File: config.mk
export PLATFORM = sky130hd
export DESIGN_NAME = irq_vector_unit
export DESIGN_NICKNAME = d
export VERILOG_FILES = /design/src/design/irq_types_pkg.sv /design/src/design/wb_regs_pkg.sv /design/src/design/irq_edge_capture.sv /design/src/design/irq_prio_encode.sv /design/src/design/irq_regs.sv /design/src/design/irq_vector_unit.sv
export VERILOG_INCLUDE_DIRS = /design/src /design/src/design
export SDC_FILE = /design/constraint.sdc
export NUM_CORES = 1
export LEC_CHECK = 0
export ABC_AREA = 0
export BUFFER_PORTS_ARGS = -buffer_cell sky130_fd_sc_hd__buf_2
export CAP_MARGIN = 0
export CORE_UTILIZATION = 55
export CTS_CLUSTER_SIZE = 30
export DETAILED_ROUTE_END_ITERATION = 8
export GPL_ROUTABILITY_DRIVEN = 0
export PLACE_DENSITY = 0.76
export SYNTH_ARGS = -nofsm -noshare
export SYNTH_HDL_FRONTEND = slang
export SYNTH_HIERARCHICAL = 1
export SYNTH_SLANG_ARGS = --single-unit
File: constraint.sdc
create_clock -name clk_buf -period 8.52 [get_ports clk_buf]
set_input_delay 0.852 -clock clk_buf [delete_from_list [all_inputs] [get_ports clk_buf]]
set_output_delay 0.852 -clock clk_buf [all_outputs]
set_load 0.05 [all_outputs]
File: src/design/irq_settings.svh
// Build-wide sizes and reset constants for the interrupt vector unit
`ifndef IRQ_SETTINGS_SVH
`define IRQ_SETTINGS_SVH

// Number of interrupt request lines
`define IRQ_LINES 8

// Handler address width, also the Wishbone data width
`define IRQ_VEC_W 32

// Vector table contents after reset
// Entry n holds base + stride * n
`define IRQ_VEC_BASE 32'h5000_0000
`define IRQ_VEC_STRIDE 16

// Wishbone byte address width
// Bits 1:0 select a byte lane and are not decoded
`define WB_ADR_W 6

`endif

File: src/design/irq_types_pkg.sv
// Interrupt-side types: line vectors, line index and handler address
`include "irq_settings.svh"

package irq_types_pkg;

    // One bit per request line, bit n is line n
    typedef logic [`IRQ_LINES-1:0] irq_lines_t;

    // Line number as produced by the priority encoder
    typedef logic [$clog2(`IRQ_LINES)-1:0] irq_index_t;

    // Handler address stored in the vector table
    typedef logic [`IRQ_VEC_W-1:0] irq_vector_t;

    // Byte lanes in one handler address word
    localparam int unsigned VEC_BYTES = `IRQ_VEC_W / 8;

endpackage

File: src/design/wb_regs_pkg.sv
// Wishbone register map: word address type and register enum
`include "irq_settings.svh"

package wb_regs_pkg;

    // Word address, byte address bits above the lane select
    typedef logic [`WB_ADR_W-3:0] wb_word_adr_t;

    // Register map by word address
    // Words 0..7 are vector table entries, word 8 is the mask
    // Everything above is unmapped and reads as zero
    typedef enum wb_word_adr_t {
        REG_VEC0 = 0,
        REG_VEC1 = 1,
        REG_VEC2 = 2,
        REG_VEC3 = 3,
        REG_VEC4 = 4,
        REG_VEC5 = 5,
        REG_VEC6 = 6,
        REG_VEC7 = 7,
        REG_MASK = 8
    } reg_map_e;

endpackage

File: src/design/irq_edge_capture.sv
// Interrupt line sampling, rising edge detection and masking
`timescale 1ns/100ps

module irq_edge_capture (
    input  logic                      clk_buf,
    input  logic                      rst_buf,
    input  irq_types_pkg::irq_lines_t int_in,
    input  irq_types_pkg::irq_lines_t mask_bits,
    output irq_types_pkg::irq_lines_t edge_hits
);

    // Previous raw sample of the request lines
    irq_types_pkg::irq_lines_t int_prev;

    // Rising edge on lines that are not masked
    irq_types_pkg::irq_lines_t rise_now;

    // Mask bit set means the line is blocked
    assign rise_now = int_in & ~int_prev & ~mask_bits;

    always_ff @(posedge clk_buf or posedge rst_buf) begin
        if (rst_buf) begin
            int_prev  <= '0;
            edge_hits <= '0;
        end else begin
            // Raw sample, so a line held high while masked
            // shows no edge once it is unmasked
            int_prev  <= int_in;
            // Stage 0 result for the priority encoder
            edge_hits <= rise_now;
        end
    end

endmodule

File: src/design/irq_prio_encode.sv
// Priority encoder with two register stages for line index and valid
`timescale 1ns/100ps
`include "irq_settings.svh"

module irq_prio_encode (
    input  logic                      clk_buf,
    input  logic                      rst_buf,
    input  irq_types_pkg::irq_lines_t edge_hits,
    output irq_types_pkg::irq_index_t sel_index,
    output logic                      sel_valid
);

    // Combinational encoder result
    irq_types_pkg::irq_index_t enc_index;
    logic                      enc_valid;

    // First register stage
    irq_types_pkg::irq_index_t index_s1;
    logic                      valid_s1;

    // Highest set bit wins
    // Loop runs upward so the last hit overrides lower ones
    always_comb begin
        enc_index = '0;
        for (int i = 0; i < `IRQ_LINES; i++) begin
            if (edge_hits[i]) begin
                enc_index = irq_types_pkg::irq_index_t'(i);
            end
        end
    end

    // Any edge at all gives a valid request
    assign enc_valid = |edge_hits;

    // Stage 1, encoder output registered
    always_ff @(posedge clk_buf or posedge rst_buf) begin
        if (rst_buf) begin
            index_s1 <= '0;
            valid_s1 <= 1'b0;
        end else begin
            index_s1 <= enc_index;
            valid_s1 <= enc_valid;
        end
    end

    // Stage 2, retimed copy feeding the table lookup
    always_ff @(posedge clk_buf or posedge rst_buf) begin
        if (rst_buf) begin
            sel_index <= '0;
            sel_valid <= 1'b0;
        end else begin
            sel_index <= index_s1;
            sel_valid <= valid_s1;
        end
    end

endmodule

File: src/design/irq_regs.sv
// Wishbone classic slave with mask register, vector table and lookup stage
`timescale 1ns/100ps
`include "irq_settings.svh"

module irq_regs (
    input  logic                       clk_buf,
    input  logic                       rst_buf,
    input  logic                       wb_cyc,
    input  logic                       wb_stb,
    input  logic                       wb_we,
    input  logic [`WB_ADR_W-1:0]       wb_adr,
    input  irq_types_pkg::irq_vector_t wb_dat_w,
    input  logic [3:0]                 wb_sel,
    output irq_types_pkg::irq_vector_t wb_dat_r,
    output logic                       wb_ack,
    input  irq_types_pkg::irq_index_t  sel_index,
    input  logic                       sel_valid,
    output irq_types_pkg::irq_lines_t  mask_bits,
    output irq_types_pkg::irq_vector_t vector,
    output logic                       valid
);

    // Address decode
    wb_regs_pkg::wb_word_adr_t word_adr;
    wb_regs_pkg::reg_map_e     reg_sel;
    irq_types_pkg::irq_index_t tbl_idx;

    // Bus cycle control
    logic bus_start;
    logic wr_vec;
    logic wr_mask;

    // Read mux and byte merge
    irq_types_pkg::irq_vector_t rd_data;
    irq_types_pkg::irq_vector_t wr_merged;

    // Handler address table, one entry per line
    irq_types_pkg::irq_vector_t vec_table [`IRQ_LINES];

    assign word_adr = wb_adr[`WB_ADR_W-1:2];
    assign reg_sel  = wb_regs_pkg::reg_map_e'(word_adr);
    // Low word address bits pick the table entry
    assign tbl_idx  = irq_types_pkg::irq_index_t'(word_adr);

    // New request seen while no ack is out
    // A held stb therefore gets an ack every second cycle
    assign bus_start = wb_cyc && wb_stb && !wb_ack;

    // Register select, write strobes and read data
    always_comb begin
        wr_vec  = 1'b0;
        wr_mask = 1'b0;
        rd_data = '0;
        case (reg_sel)
            wb_regs_pkg::REG_VEC0, wb_regs_pkg::REG_VEC1,
            wb_regs_pkg::REG_VEC2, wb_regs_pkg::REG_VEC3,
            wb_regs_pkg::REG_VEC4, wb_regs_pkg::REG_VEC5,
            wb_regs_pkg::REG_VEC6, wb_regs_pkg::REG_VEC7: begin
                wr_vec  = bus_start && wb_we;
                rd_data = vec_table[tbl_idx];
            end
            wb_regs_pkg::REG_MASK: begin
                wr_mask = bus_start && wb_we;
                rd_data = {{(`IRQ_VEC_W-`IRQ_LINES){1'b0}}, mask_bits};
            end
            // Unmapped words read zero and drop writes
            default: begin
                rd_data = '0;
            end
        endcase
    end

    // Byte lane merge of write data into the addressed entry
    always_comb begin
        wr_merged = vec_table[tbl_idx];
        for (int b = 0; b < irq_types_pkg::VEC_BYTES; b++) begin
            if (wb_sel[b]) begin
                wr_merged[b*8 +: 8] = wb_dat_w[b*8 +: 8];
            end
        end
    end

    // Control state, table and lookup stage
    always_ff @(posedge clk_buf or posedge rst_buf) begin
        if (rst_buf) begin
            wb_ack    <= 1'b0;
            mask_bits <= '0;
            vector    <= '0;
            valid     <= 1'b0;
            // Table comes up with the fixed handler layout
            for (int i = 0; i < `IRQ_LINES; i++) begin
                vec_table[i] <= `IRQ_VEC_BASE + `IRQ_VEC_W'(`IRQ_VEC_STRIDE * i);
            end
        end else begin
            // Single cycle ack, write lands on the same edge
            wb_ack <= bus_start;
            if (wr_vec) begin
                vec_table[tbl_idx] <= wr_merged;
            end
            // Only lane 0 carries mask bits
            if (wr_mask && wb_sel[0]) begin
                mask_bits <= wb_dat_w[`IRQ_LINES-1:0];
            end
            // Final stage, lookup sees the table before this edge
            vector <= vec_table[sel_index];
            valid  <= sel_valid;
        end
    end

    // Read data is captured with the ack and held after it
    always_ff @(posedge clk_buf) begin
        if (bus_start) begin
            wb_dat_r <= rd_data;
        end
    end

endmodule

File: src/design/irq_vector_unit.sv
// Top level of the interrupt vector unit joining capture, encoder and registers
`timescale 1ns/100ps
`include "irq_settings.svh"

module irq_vector_unit (
    input  logic                       clk_buf,
    input  logic                       rst_buf,
    input  irq_types_pkg::irq_lines_t  int_in,
    output irq_types_pkg::irq_vector_t vector,
    output logic                       valid,
    input  logic                       wb_cyc,
    input  logic                       wb_stb,
    input  logic                       wb_we,
    input  logic [`WB_ADR_W-1:0]       wb_adr,
    input  irq_types_pkg::irq_vector_t wb_dat_w,
    input  logic [3:0]                 wb_sel,
    output irq_types_pkg::irq_vector_t wb_dat_r,
    output logic                       wb_ack
);

    // Stage 0 output, masked rising edges
    irq_types_pkg::irq_lines_t edge_hits;

    // Stage 2 output, winning line and its valid
    irq_types_pkg::irq_index_t sel_index;
    logic                      sel_valid;

    // Mask register fed back to the edge detector
    irq_types_pkg::irq_lines_t mask_bits;

    // Sample lines and detect masked rising edges
    irq_edge_capture u_edge_capture (
        .clk_buf   (clk_buf),
        .rst_buf   (rst_buf),
        .int_in    (int_in),
        .mask_bits (mask_bits),
        .edge_hits (edge_hits)
    );

    // Pick the highest line, two register stages
    irq_prio_encode u_prio_encode (
        .clk_buf   (clk_buf),
        .rst_buf   (rst_buf),
        .edge_hits (edge_hits),
        .sel_index (sel_index),
        .sel_valid (sel_valid)
    );

    // Bus registers and the final vector lookup
    irq_regs u_regs (
        .clk_buf   (clk_buf),
        .rst_buf   (rst_buf),
        .wb_cyc    (wb_cyc),
        .wb_stb    (wb_stb),
        .wb_we     (wb_we),
        .wb_adr    (wb_adr),
        .wb_dat_w  (wb_dat_w),
        .wb_sel    (wb_sel),
        .wb_dat_r  (wb_dat_r),
        .wb_ack    (wb_ack),
        .sel_index (sel_index),
        .sel_valid (sel_valid),
        .mask_bits (mask_bits),
        .vector    (vector),
        .valid     (valid)
    );

endmodule

==> results of run 1 <==
## logic make-up after synthesis
| kind of cell | after synthesis | synth area share (%) |
|---|---|---|
| flops | 354 | 53.7 |
| simple gates | 318 | 8.41 |
| compound gates | 283 | 9.42 |
| mux | 232 | 25.4 |
| buf+inv | 108 | 3.07 |
## per-layer routing
| layer | track usage [%] | wire, um | vias up |
|---|---|---|---|
| li1 | - | - | 4908 |
| met1 | 37.1 | 16800 | 5737 |
| met2 | 43.9 | 19800 | 425 |
| met3 | 4.27 | 2630 | 74 |
| met4 | 8.26 | 912 | 0 |
| met5 | 0 | 0 | - |
## registers in the layout, summed over array words and instances (netlist names)
name / flops
u_edge_capture/edge_hits: 8
u_edge_capture/int_prev: 8
u_prio_encode/index_s1: 3
u_prio_encode/sel_index: 3
u_prio_encode/sel_valid: 1
u_prio_encode/valid_s1: 1
u_regs/mask_bits: 8
u_regs/valid: 1
u_regs/vec_table: 256
u_regs/vector: 32
u_regs/wb_ack: 1
u_regs/wb_dat_r: 32
## worst min path at each step
stage / start / cells past startpoint / end
finish: rst_buf / 2 / u_regs/valid
global route: rst_buf / 2 / u_regs/valid
CTS: rst_buf / 2 / u_regs/valid
detailed placement: u_prio_encode/index_s1[2] / 0 / u_prio_encode/sel_index[2]
global placement: u_prio_encode/valid_s1 / 0 / u_prio_encode/sel_valid
floorplan: u_prio_encode/index_s1[0] / 0 / u_prio_encode/sel_index[0]
## where the power goes
part	total [mW]	leakage, nW	switching, mW	internal (mW)
logic	0.611	3.05	0.355	0.255
clock network	1.64	0.623	0.669	0.975
registers	1.96	4.56	0.108	1.86
total	4.22	8.23	1.13	3.09
## placed cells by master (no fill, tap or decap), types with 4 or more instances in the layout
| cell | instances |
|---|---|
| nor2b_1 | 7 |
| mux4_1 | 17 |
| mux2i_1 | 20 |
| a22oi_1 | 10 |
| inv_1 | 4 |
| clkbuf_1 | 14 |
| mux4_2 | 101 |
| o31ai_1 | 41 |
| nor2_1 | 5 |
| clkbuf_16 | 40 |
| buf_2 | 116 |
| a22o_1 | 8 |
| clkbuf_8 | 12 |
| nand2_1 | 258 |
| edfxtp_1 | 32 |
| nor3b_2 | 8 |
| dfstp_2 | 28 |
| buf_4 | 19 |
| and2_1 | 20 |
| and3_1 | 5 |
| mux2_2 | 67 |
| o21ai_0 | 216 |
| a21oi_1 | 5 |
| mux2i_4 | 27 |
| dfrtp_1 | 291 |
## stage by stage
stage | power (mW) | cell area, um2 | hold slack [ps]
floorplan | 2.44 | 16900 | 331
CTS | 4.25 | 18900 | 192
finish | 4.22 | 18900 | 211
detailed placement | 2.60 | 17600 | 336
global route | 4.38 | 18900 | 197
global placement | 2.58 | 17600 | 336
## layout make-up
| cell class | count | area [um2] |
|---|---|---|
| repair buffers | 136 | 743 |
| multi-input cells | 833 | 7330 |
| flip-flops and latches | 354 | 9060 |
| clock inverters | 6 | 48.8 |
| well taps | 390 | 488 |
| fillers | 2250 | 11000 |
| diodes | 1 | 2.50 |
| inverters | 6 | 26.3 |
| clock buffers | 66 | 1220 |
==> reports/metrics.csv, run 1 <==
stage,metric,value,unit
outcome,outcome,finished clean,
worst_setup_path,critical path's most frequent cell,buf_4,
clock_network,Max Root-Sink Buffers,3,
grt,GRT Total Usage,26.8,%
place,Post-DP HPWL,23100,um
floorplanning,Initial Utilization,56.4,%
detailed_routing,Via density,6.22,
sta,Least-Margin Pin Slew,1140,ps
power_and_ir_drop,PwrDens,223,mW/mm2
worst_setup_path,r2r endpoint,u_regs/vec_table[149],
min_path,min-delay worst type,in -> async,
yosys,Syn Nets,1350,
detailed_routing,Avg WL per Cell,22.4,um
clock_network,TritonCTS sink count,354,
yosys,yosys synthesis warning count,6,
worst_setup_path,CP top delay family,buffers and inverters,
floorplanning,core region area,0.0299,mm2
layout,Finished Core Util,63.3,%
detailed_routing,ANT nets after route,0,
yosys,Post-Syn Area,0.0169,mm2
layout,Final nets,1425,
detailed_routing,vias after detailed routing,11144,
power_and_ir_drop,static leakage,8.23,nW
worst_setup_path,kind of critical path,in -> reg,
clock_network,hold buffer count at cts,0,
clock_network,H-tree levels,2,
worst_setup_path,CP Capture Point,u_regs/vec_table[149],
place,worst slack at placement,4490,ps
worst_setup_path,R2R Setup Slk,5490,ps
power_and_ir_drop,worst vdd ir,0.000150,V
layout,Non-Filler Instances,1792,
clock_network,post-CTS setup buffers,0,
clock_network,clock buffer count from CTS,39,
clock_network,Clock transition at path regs,60,ps
worst_setup_path,crit-path cells,"buf_4, buf_4, nand4_1, buf_4, o31ai_1",
yosys,Yosys cell types,36,
yosys,Post-Syn Instances,1295,
floorplanning,Die X,177,um
worst_setup_path,WP data arrival,3990,ps
floorplanning,boundary pin count,121,
yosys,cell taking the most area after synthesis,dfrtp_1,
sta,fmax,279,MHz
sta,Rel. slew slack,24.1,%
yosys,"top cells by count, synth","dfrtp_1 (294), nand2_1 (258), o21ai_0 (216)",
sta,"Slew Viols, Final",0,
sta,Final Hold Viols,0,
grt,initial antenna violation count,2,
clock_network,TritonCTS clock tree,done,
sta,RSZ-0062 raised after global routing,no,
worst_setup_path,Worst setup EP type,flip-flop,
worst_setup_path,slowest cell on the critical path,nand4_1,
sta,Final Setup Violations,0,
worst_setup_path,crit start category,primary input,
yosys,Avg Synthesized Cell Area,13.0,um2
yosys,area share of the largest cell type after synthesis,43.6,%
floorplanning,Die H,177,um
yosys,"Top FF cell, synth",dfrtp_1,
yosys,top-count cell post-synth,dfrtp_1,
place,Port Buffers,118,
yosys,dominant cells by area after synthesis,"dfrtp_1 (44%), mux4_2 (13%), o21ai_0 (6.4%), nand2_1 (5.7%), edfxtp_1 (5.7%)",
layout,synth-to-layout area growth,12.2,%
place,Post-Place Cells,1719,
grt,first-pass GRT wire length,64200,um
yosys,fraction of registers with async set/reset,91.0,%
worst_setup_path,origin of the critical flop-to-flop path,u_regs/wb_ack,
yosys,number of synthesized register bits,354,
worst_setup_path,Worst Path Required,8930,ps
floorplanning,die area,0.0314,mm2
detailed_routing,drt pass-1 iters,5,
detailed_routing,number of remaining DRC errors,0,
grt,total grt overflow,0,
detailed_routing,Routed WL,40100,um
floorplanning,Cell Rows,63,
job,Max Cap Viol,0,
grt,largest net degree at the start of global routing,160,
sta,clk_skew,16.0,ps
layout,share of cells above drive strength 1,31.5,%
worst_setup_path,stages on the worst setup path,5,
yosys,"EDFF count, synth",32,
sta,Final WS setup,4940,ps
worst_setup_path,crit-path max cell delay,880,ps
clock_network,CTS root buf,clkbuf_16,
worst_setup_path,critical path peak fanout,46,
clock_network,clk_lat worst skew,530,ps
grt,vias in the first global route,11417,
worst_setup_path,Buf/Inv on CP,3,
detailed_routing,DR iter-0 viols,1122,
sta,Tcrit/Tclk final,42.0,%
sta,final setup TNS,0,ps
worst_setup_path,Reg2Reg Depth,4,
clock_network,post-CTS sizing,0,
sta,min cycle time layout,3580,ps
yosys,"Seq/Total Area, Yosys",53.7,%
worst_setup_path,Crit. Startpoint,wb_adr[2],
Power figures use the tool's default switching activity.
==> run 2: changes to the inputs <==
clock period = 3.2 ns   (was 8.52 ns; I/O delays follow)
==> run 2 against run 1 <==
Global-route usage increased by 0.42 points. Core utilization is 1.2 points higher. Sequential power rose to 2.7 times the previous value. Final cell count increased by 1.8%. Worst hold slack got worse by 140 ps. Clock skew is 6.3 ps higher. Wire length rose by 1.6%. Largest power group unchanged.
==> reports/metrics.csv, run 2 (synthesis results as in run 1) <==
stage,metric,value,unit
worst_setup_path,critical path peak fanout,14,
grt,GRT Total Usage,27.3,%
floorplanning,Cell Rows,63,
floorplanning,Die H,177,um
place,Post-Place Cells,1745,
detailed_routing,drt pass-1 iters,5,
sta,"Slew Viols, Final",0,
outcome,outcome,finished clean,
floorplanning,core region area,0.0299,mm2
detailed_routing,ANT nets after route,0,
worst_setup_path,kind of critical path,reg -> reg,
sta,Final Setup Violations,0,
layout,Final nets,1459,
detailed_routing,Routed WL,40800,um
grt,largest net degree at the start of global routing,52,
place,worst slack at placement,624,ps
worst_setup_path,crit start category,flip-flop,
clock_network,post-CTS sizing,0,
clock_network,TritonCTS sink count,354,
detailed_routing,vias after detailed routing,11340,
clock_network,CTS root buf,clkbuf_16,
layout,Non-Filler Instances,1824,
floorplanning,Initial Utilization,56.4,%
floorplanning,Die X,177,um
sta,Rel. slew slack,27.1,%
job,Max Cap Viol,0,
sta,Least-Margin Pin Slew,1090,ps
detailed_routing,number of remaining DRC errors,0,
sta,min cycle time layout,2220,ps
layout,top flop regs,"u_regs/vec_table (256), u_regs/vector (32), u_regs/wb_dat_r (32)",
clock_network,clk_lat worst skew,530,ps
detailed_routing,DR iter-0 viols,965,
power_and_ir_drop,worst vdd ir,0.000303,V
power_and_ir_drop,PwrDens,581,mW/mm2
clock_network,post-CTS setup buffers,0,
clock_network,H-tree levels,2,
layout,register area,0.00906,mm2
worst_setup_path,Buf/Inv on CP,1,
layout,synth-to-layout area growth,14.3,%
floorplanning,die area,0.0314,mm2
sta,Final WS setup,978,ps
layout,Top reg by flops,u_regs/vec_table,
floorplanning,boundary pin count,121,
power_and_ir_drop,Pwr Total,11.2,mW
layout,ant diodes,0,
layout,Fillers,2171,
worst_setup_path,crit-path cells,"and4b_1, nand3_1, buf_4, nand2_1, o31ai_1",
sta,clk_skew,22.3,ps
layout,Finished Core Util,64.5,%
min_path,min-delay worst type,in -> reg,
worst_setup_path,CP top delay family,simple AND/OR/NAND/NOR gates,
worst_setup_path,Worst setup EP type,flip-flop,
power_and_ir_drop,static leakage,8.41,nW
sta,Final Hold Viols,0,
layout,"most common cell after layout, fill and taps aside",dfrtp_1,
worst_setup_path,crit-path max cell delay,530,ps
grt,vias in the first global route,11686,
detailed_routing,Avg WL per Cell,22.4,um
detailed_routing,Via density,6.22,
grt,first-pass GRT wire length,65300,um
worst_setup_path,slowest cell on the critical path,and4b_1,
clock_network,Max Root-Sink Buffers,3,
clock_network,TritonCTS clock tree,done,
sta,Tcrit/Tclk final,69.4,%
place,Post-DP HPWL,25200,um
place,Port Buffers,118,
layout,share of cells above drive strength 1,32.4,%
sta,RSZ-0062 raised after global routing,no,
layout,multi-input gate area in the final layout,0.00733,mm2
layout,max reg flops,256,
worst_setup_path,Worst Path Required,3570,ps
grt,total grt overflow,0,
clock_network,clock buffer count from CTS,38,
clock_network,Clock transition at path regs,60,ps
grt,initial antenna violation count,0,
sta,fmax,450,MHz
layout,most frequent cells in the layout,"dfrtp_1 (291), nand2_1 (258), o21ai_0 (216)",
worst_setup_path,R2R Setup Slk,980,ps
worst_setup_path,WP data arrival,2590,ps
run 2: cell types whose count changed in the layout (fill, tap and decap cells not counted), moves of 2 or more:
cell           previous run  this run
buf_4                    19        36
buf_12                    1        10
dlygate4sd3_1             0         9
clkbuf_8                 12         8
bufinv_16                 0         2
clkbuf_16                40        38
run 2: where the power goes:
| group | leakage (nW) | switching (mW) | internal, mW |
|---|---|---|---|
| sequential | 4.56 | 0.318 | 4.94 |
| clock | 0.604 | 1.74 | 2.56 |
| combinational | 3.25 | 0.930 | 0.716 |
run 2: final timing paths:
check | end | start | cells past startpoint
max reg2reg | u_regs/vec_table[41] | u_regs/wb_ack | 5
min reg2reg | u_prio_encode/sel_index[2] | u_prio_encode/index_s1[2] | 0
max | u_regs/vec_table[41] | u_regs/wb_ack | 5
min in group asynchronous | u_prio_encode/index_s1[1] | rst_buf | 3
min | u_regs/mask_bits[4] | wb_dat_w[4] | 2
max in group asynchronous | u_regs/vec_table[1] | rst_buf | 4
run 2: timing repair:
action	in CTS	in global routing
hold buffers	9	0
endpoints found under the setup margin	0	0
endpoints found under the hold margin	55	0
run 2: routing by layer:
metal	vias up	GRT usage [%]	part of all wire, %
met4	0	7.76	1.8
met1	5847	38.0	42
met3	66	4.34	6.9
met5	-	0	0
li1	4979	-	-
met2	448	44.5	49
run 2: layout make-up:
class | instances | area share (%)
Clock buffer | 60 | 5.78
Inverter | 6 | 0.136
Tap cell | 390 | 2.53
Multi-Input combinational cell | 833 | 38.0
Timing Repair Buffer | 171 | 5.92
Sequential cell | 354 | 47.0
Clock inverter | 10 | 0.610
run 2: stage by stage:
step | area (um2) | hold WS (ps) | setup TNS (ps)
CTS | 19300 | 58.3 | 0
global placement | 18000 | 298 | 0
finish | 19300 | 68.1 | 0
global route | 19300 | 61.4 | 0
floorplan | 16900 | 136 | -285200
detailed placement | 18000 | 311 | 0
==> run 3: changes to the inputs <==
CORE_UTILIZATION = 61   (was 55)
PLACE_DENSITY = 0.8   (was 0.76)
clock period = 2.1 ns   (was 3.2 ns; I/O delays follow)
==> run 3 against run 2 <==
Register-to-register slack got worse by 690 ps. Power increased by 49%. Highest routed layer unchanged. Non-clock buffer count increased by 22.
==> reports/metrics.csv, run 3 (synthesis results as in run 1) <==
stage,metric,value,unit
detailed_routing,drt pass-1 iters,5,
sta,WHS,69.2,ps
worst_setup_path,slowest cell on the critical path,dfrtp_1,
worst_setup_path,r2r endpoint,u_regs/vec_table[128],
floorplanning,die area,0.0283,mm2
detailed_routing,Routed WL,40200,um
sta,min cycle time layout,1810,ps
power_and_ir_drop,PwrDens,861,mW/mm2
worst_setup_path,origin of the critical flop-to-flop path,u_regs/wb_ack,
worst_setup_path,critical path peak fanout,38,
layout,post-layout instance area,0.0194,mm2
outcome,outcome,finished clean,
clock_network,Clock transition at path regs,60,ps
worst_setup_path,critical path's most frequent cell,buf_4,
min_path,Hold Crit Start,wb_dat_w[25],
layout,Top reg by flops,u_regs/vec_table,
grt,first-pass GRT wire length,65300,um
sta,clk_skew,9.47,ps
clock_network,clk_lat worst skew,510,ps
grt,largest net degree at the start of global routing,72,
sta,Rel. slew slack,59.1,%
worst_setup_path,crit start category,flip-flop,
worst_setup_path,Crit. Startpoint,u_regs/wb_ack,
grt,total grt overflow,0,
clock_network,TritonCTS sink count,354,
sta,fmax,552,MHz
power_and_ir_drop,Sw Pwr,4.47,mW
min_path,WHS Endpoint,u_regs/vec_table[121],
clock_network,Max Root-Sink Buffers,3,
floorplanning,Cell Rows,60,
place,Post-DP HPWL,24700,um
layout,"most common cell after layout, fill and taps aside",dfrtp_1,
sta,"Slew Viols, Final",0,
worst_setup_path,Worst setup EP type,flip-flop,
detailed_routing,Avg WL per Cell,22.4,um
sta,RSZ-0062 raised after global routing,no,
power_and_ir_drop,clock power share,36.7,%
layout,top flop regs,"u_regs/vec_table (256), u_regs/vector (32), u_regs/wb_dat_r (32)",
floorplanning,boundary pin count,121,
grt,initial antenna violation count,1,
detailed_routing,vias after detailed routing,11392,
clock_network,post-CTS setup buffers,0,
power_and_ir_drop,static leakage,8.51,nW
sta,Tcrit/Tclk final,86.2,%
min_path,WHS Path Cells,3,
power_and_ir_drop,Internal Power,12.3,mW
layout,max reg flops,256,
layout,Non-Filler Instances,1792,
layout,Final nets,1479,
place,Port Buffers,118,
min_path,min-delay worst type,in -> reg,
sta,Least-Margin Pin Slew,612,ps
worst_setup_path,Worst Path Required,2470,ps
power_and_ir_drop,worst vdd ir,0.000692,V
detailed_routing,ANT nets after route,0,
detailed_routing,number of remaining DRC errors,0,
worst_setup_path,kind of critical path,reg -> reg,
worst_setup_path,Reg2Reg Depth,6,
layout,Finished Core Util,71.8,%
place,Placed Area,0.0181,mm2
power_and_ir_drop,combinational share of power,15.7,%
clock_network,H-tree levels,2,
floorplanning,Die X,168,um
detailed_routing,DR iter-0 viols,957,
worst_setup_path,crit-path max cell delay,410,ps
clock_network,clock buffer count from CTS,36,
layout,share of cells above drive strength 1,32.8,%
worst_setup_path,crit-path cells,"and4b_1, buf_4, nand4_1, buf_4, nand2_1, o21ai_0",
sta,Final Hold Viols,0,
worst_setup_path,WP data arrival,2180,ps
floorplanning,Initial Utilization,62.4,%
sta,Final Setup Violations,0,
detailed_routing,Via density,6.36,
grt,GRT Total Usage,29.9,%
layout,most frequent cells in the layout,"dfrtp_1 (291), nand2_1 (258), o21ai_0 (216)",
grt,vias in the first global route,12119,
clock_network,TritonCTS clock tree,done,
job,Max Cap Viol,0,
power_and_ir_drop,Pwr Total,16.7,mW
power_and_ir_drop,switching share of total power,26.7,%
clock_network,CTS root buf,clkbuf_16,
floorplanning,Die H,168,um
worst_setup_path,R2R Setup Slk,290,ps
place,Post-Place Cells,1710,
floorplanning,core region area,0.0270,mm2
power_and_ir_drop,Reg power frac,47.6,%
layout,synth-to-layout area growth,15.1,%
-- run 3: changes by cell type in the layout (fill, tap and decap cells not counted), moves of 2 or more --
cell	delta
buf_12	+9
dlygate4sd3_1	+8
buf_4	+5
clkbuf_8	-2
clkinv_2	+2
inv_6	-2
-- run 3: cell type report --
class	count	area, um2
fill	1758	7610
sequential	354	9060
clock buffer	56	1060
timing repair buffer	193	1440
antenna	1	2.50
inverter	6	26.3
multi-input combinational	833	7340
clock inverter	8	67.6
tap	341	427
-- run 3: worst max-delay path: cells and delay by family (launching register included) --
| kind | cells | cell delay (ps) |
|---|---|---|
| and+or+nand+nor | 3 | 580 |
| buffers and inverters | 2 | 560 |
| DFF | 1 | 410 |
| AOI/OAI and AO/OA | 1 | 100 |
-- run 3: worst max path at each step --
stage / end
final: u_regs/vec_table[128]
after global routing: u_regs/vec_table[128]
after CTS: u_regs/vector[22]
after detailed placement: u_regs/vec_table[176]
after global placement: u_regs/vec_table[0]
after floorplan: u_regs/mask_bits[0]
-- run 3: per-layer routing --
metal	wire length [um]	part of all wire, %	track usage (%)	vias up
met2	20300	50	49.8	492
met3	2740	6.8	4.28	75
li1	-	-	-	5007
met4	1110	2.8	11.2	0
met5	0	0	0	-
met1	16100	40	40.5	5818
-- run 3: power groups by stage --
stage	Clock, mW	Sequential (mW)	Combinational, mW
after detailed placement	0	8.05	2.59
after CTS	6.23	7.94	2.64
final	6.14	7.95	2.63
after floorplan	0	8.29	1.61
after global routing	6.49	8.01	2.84
after global placement	0	8.02	2.52
-- run 3: timing repair --
action | in CTS | in global routing
endpoints found under the setup margin | 0 | 0
hold endpoints to repair | 56 | 0
resized for setup | 0 | 0
hold buffers | 17 | 0
-- run 3: stage by stage --
stage                     setup slack, ps  TNS [ps]
after global routing                  200         0
after global placement              -95.3     -5750
after floorplan                     -2050   -580220
final                                 289         0
after CTS                             298         0
after detailed placement             -137     -9490
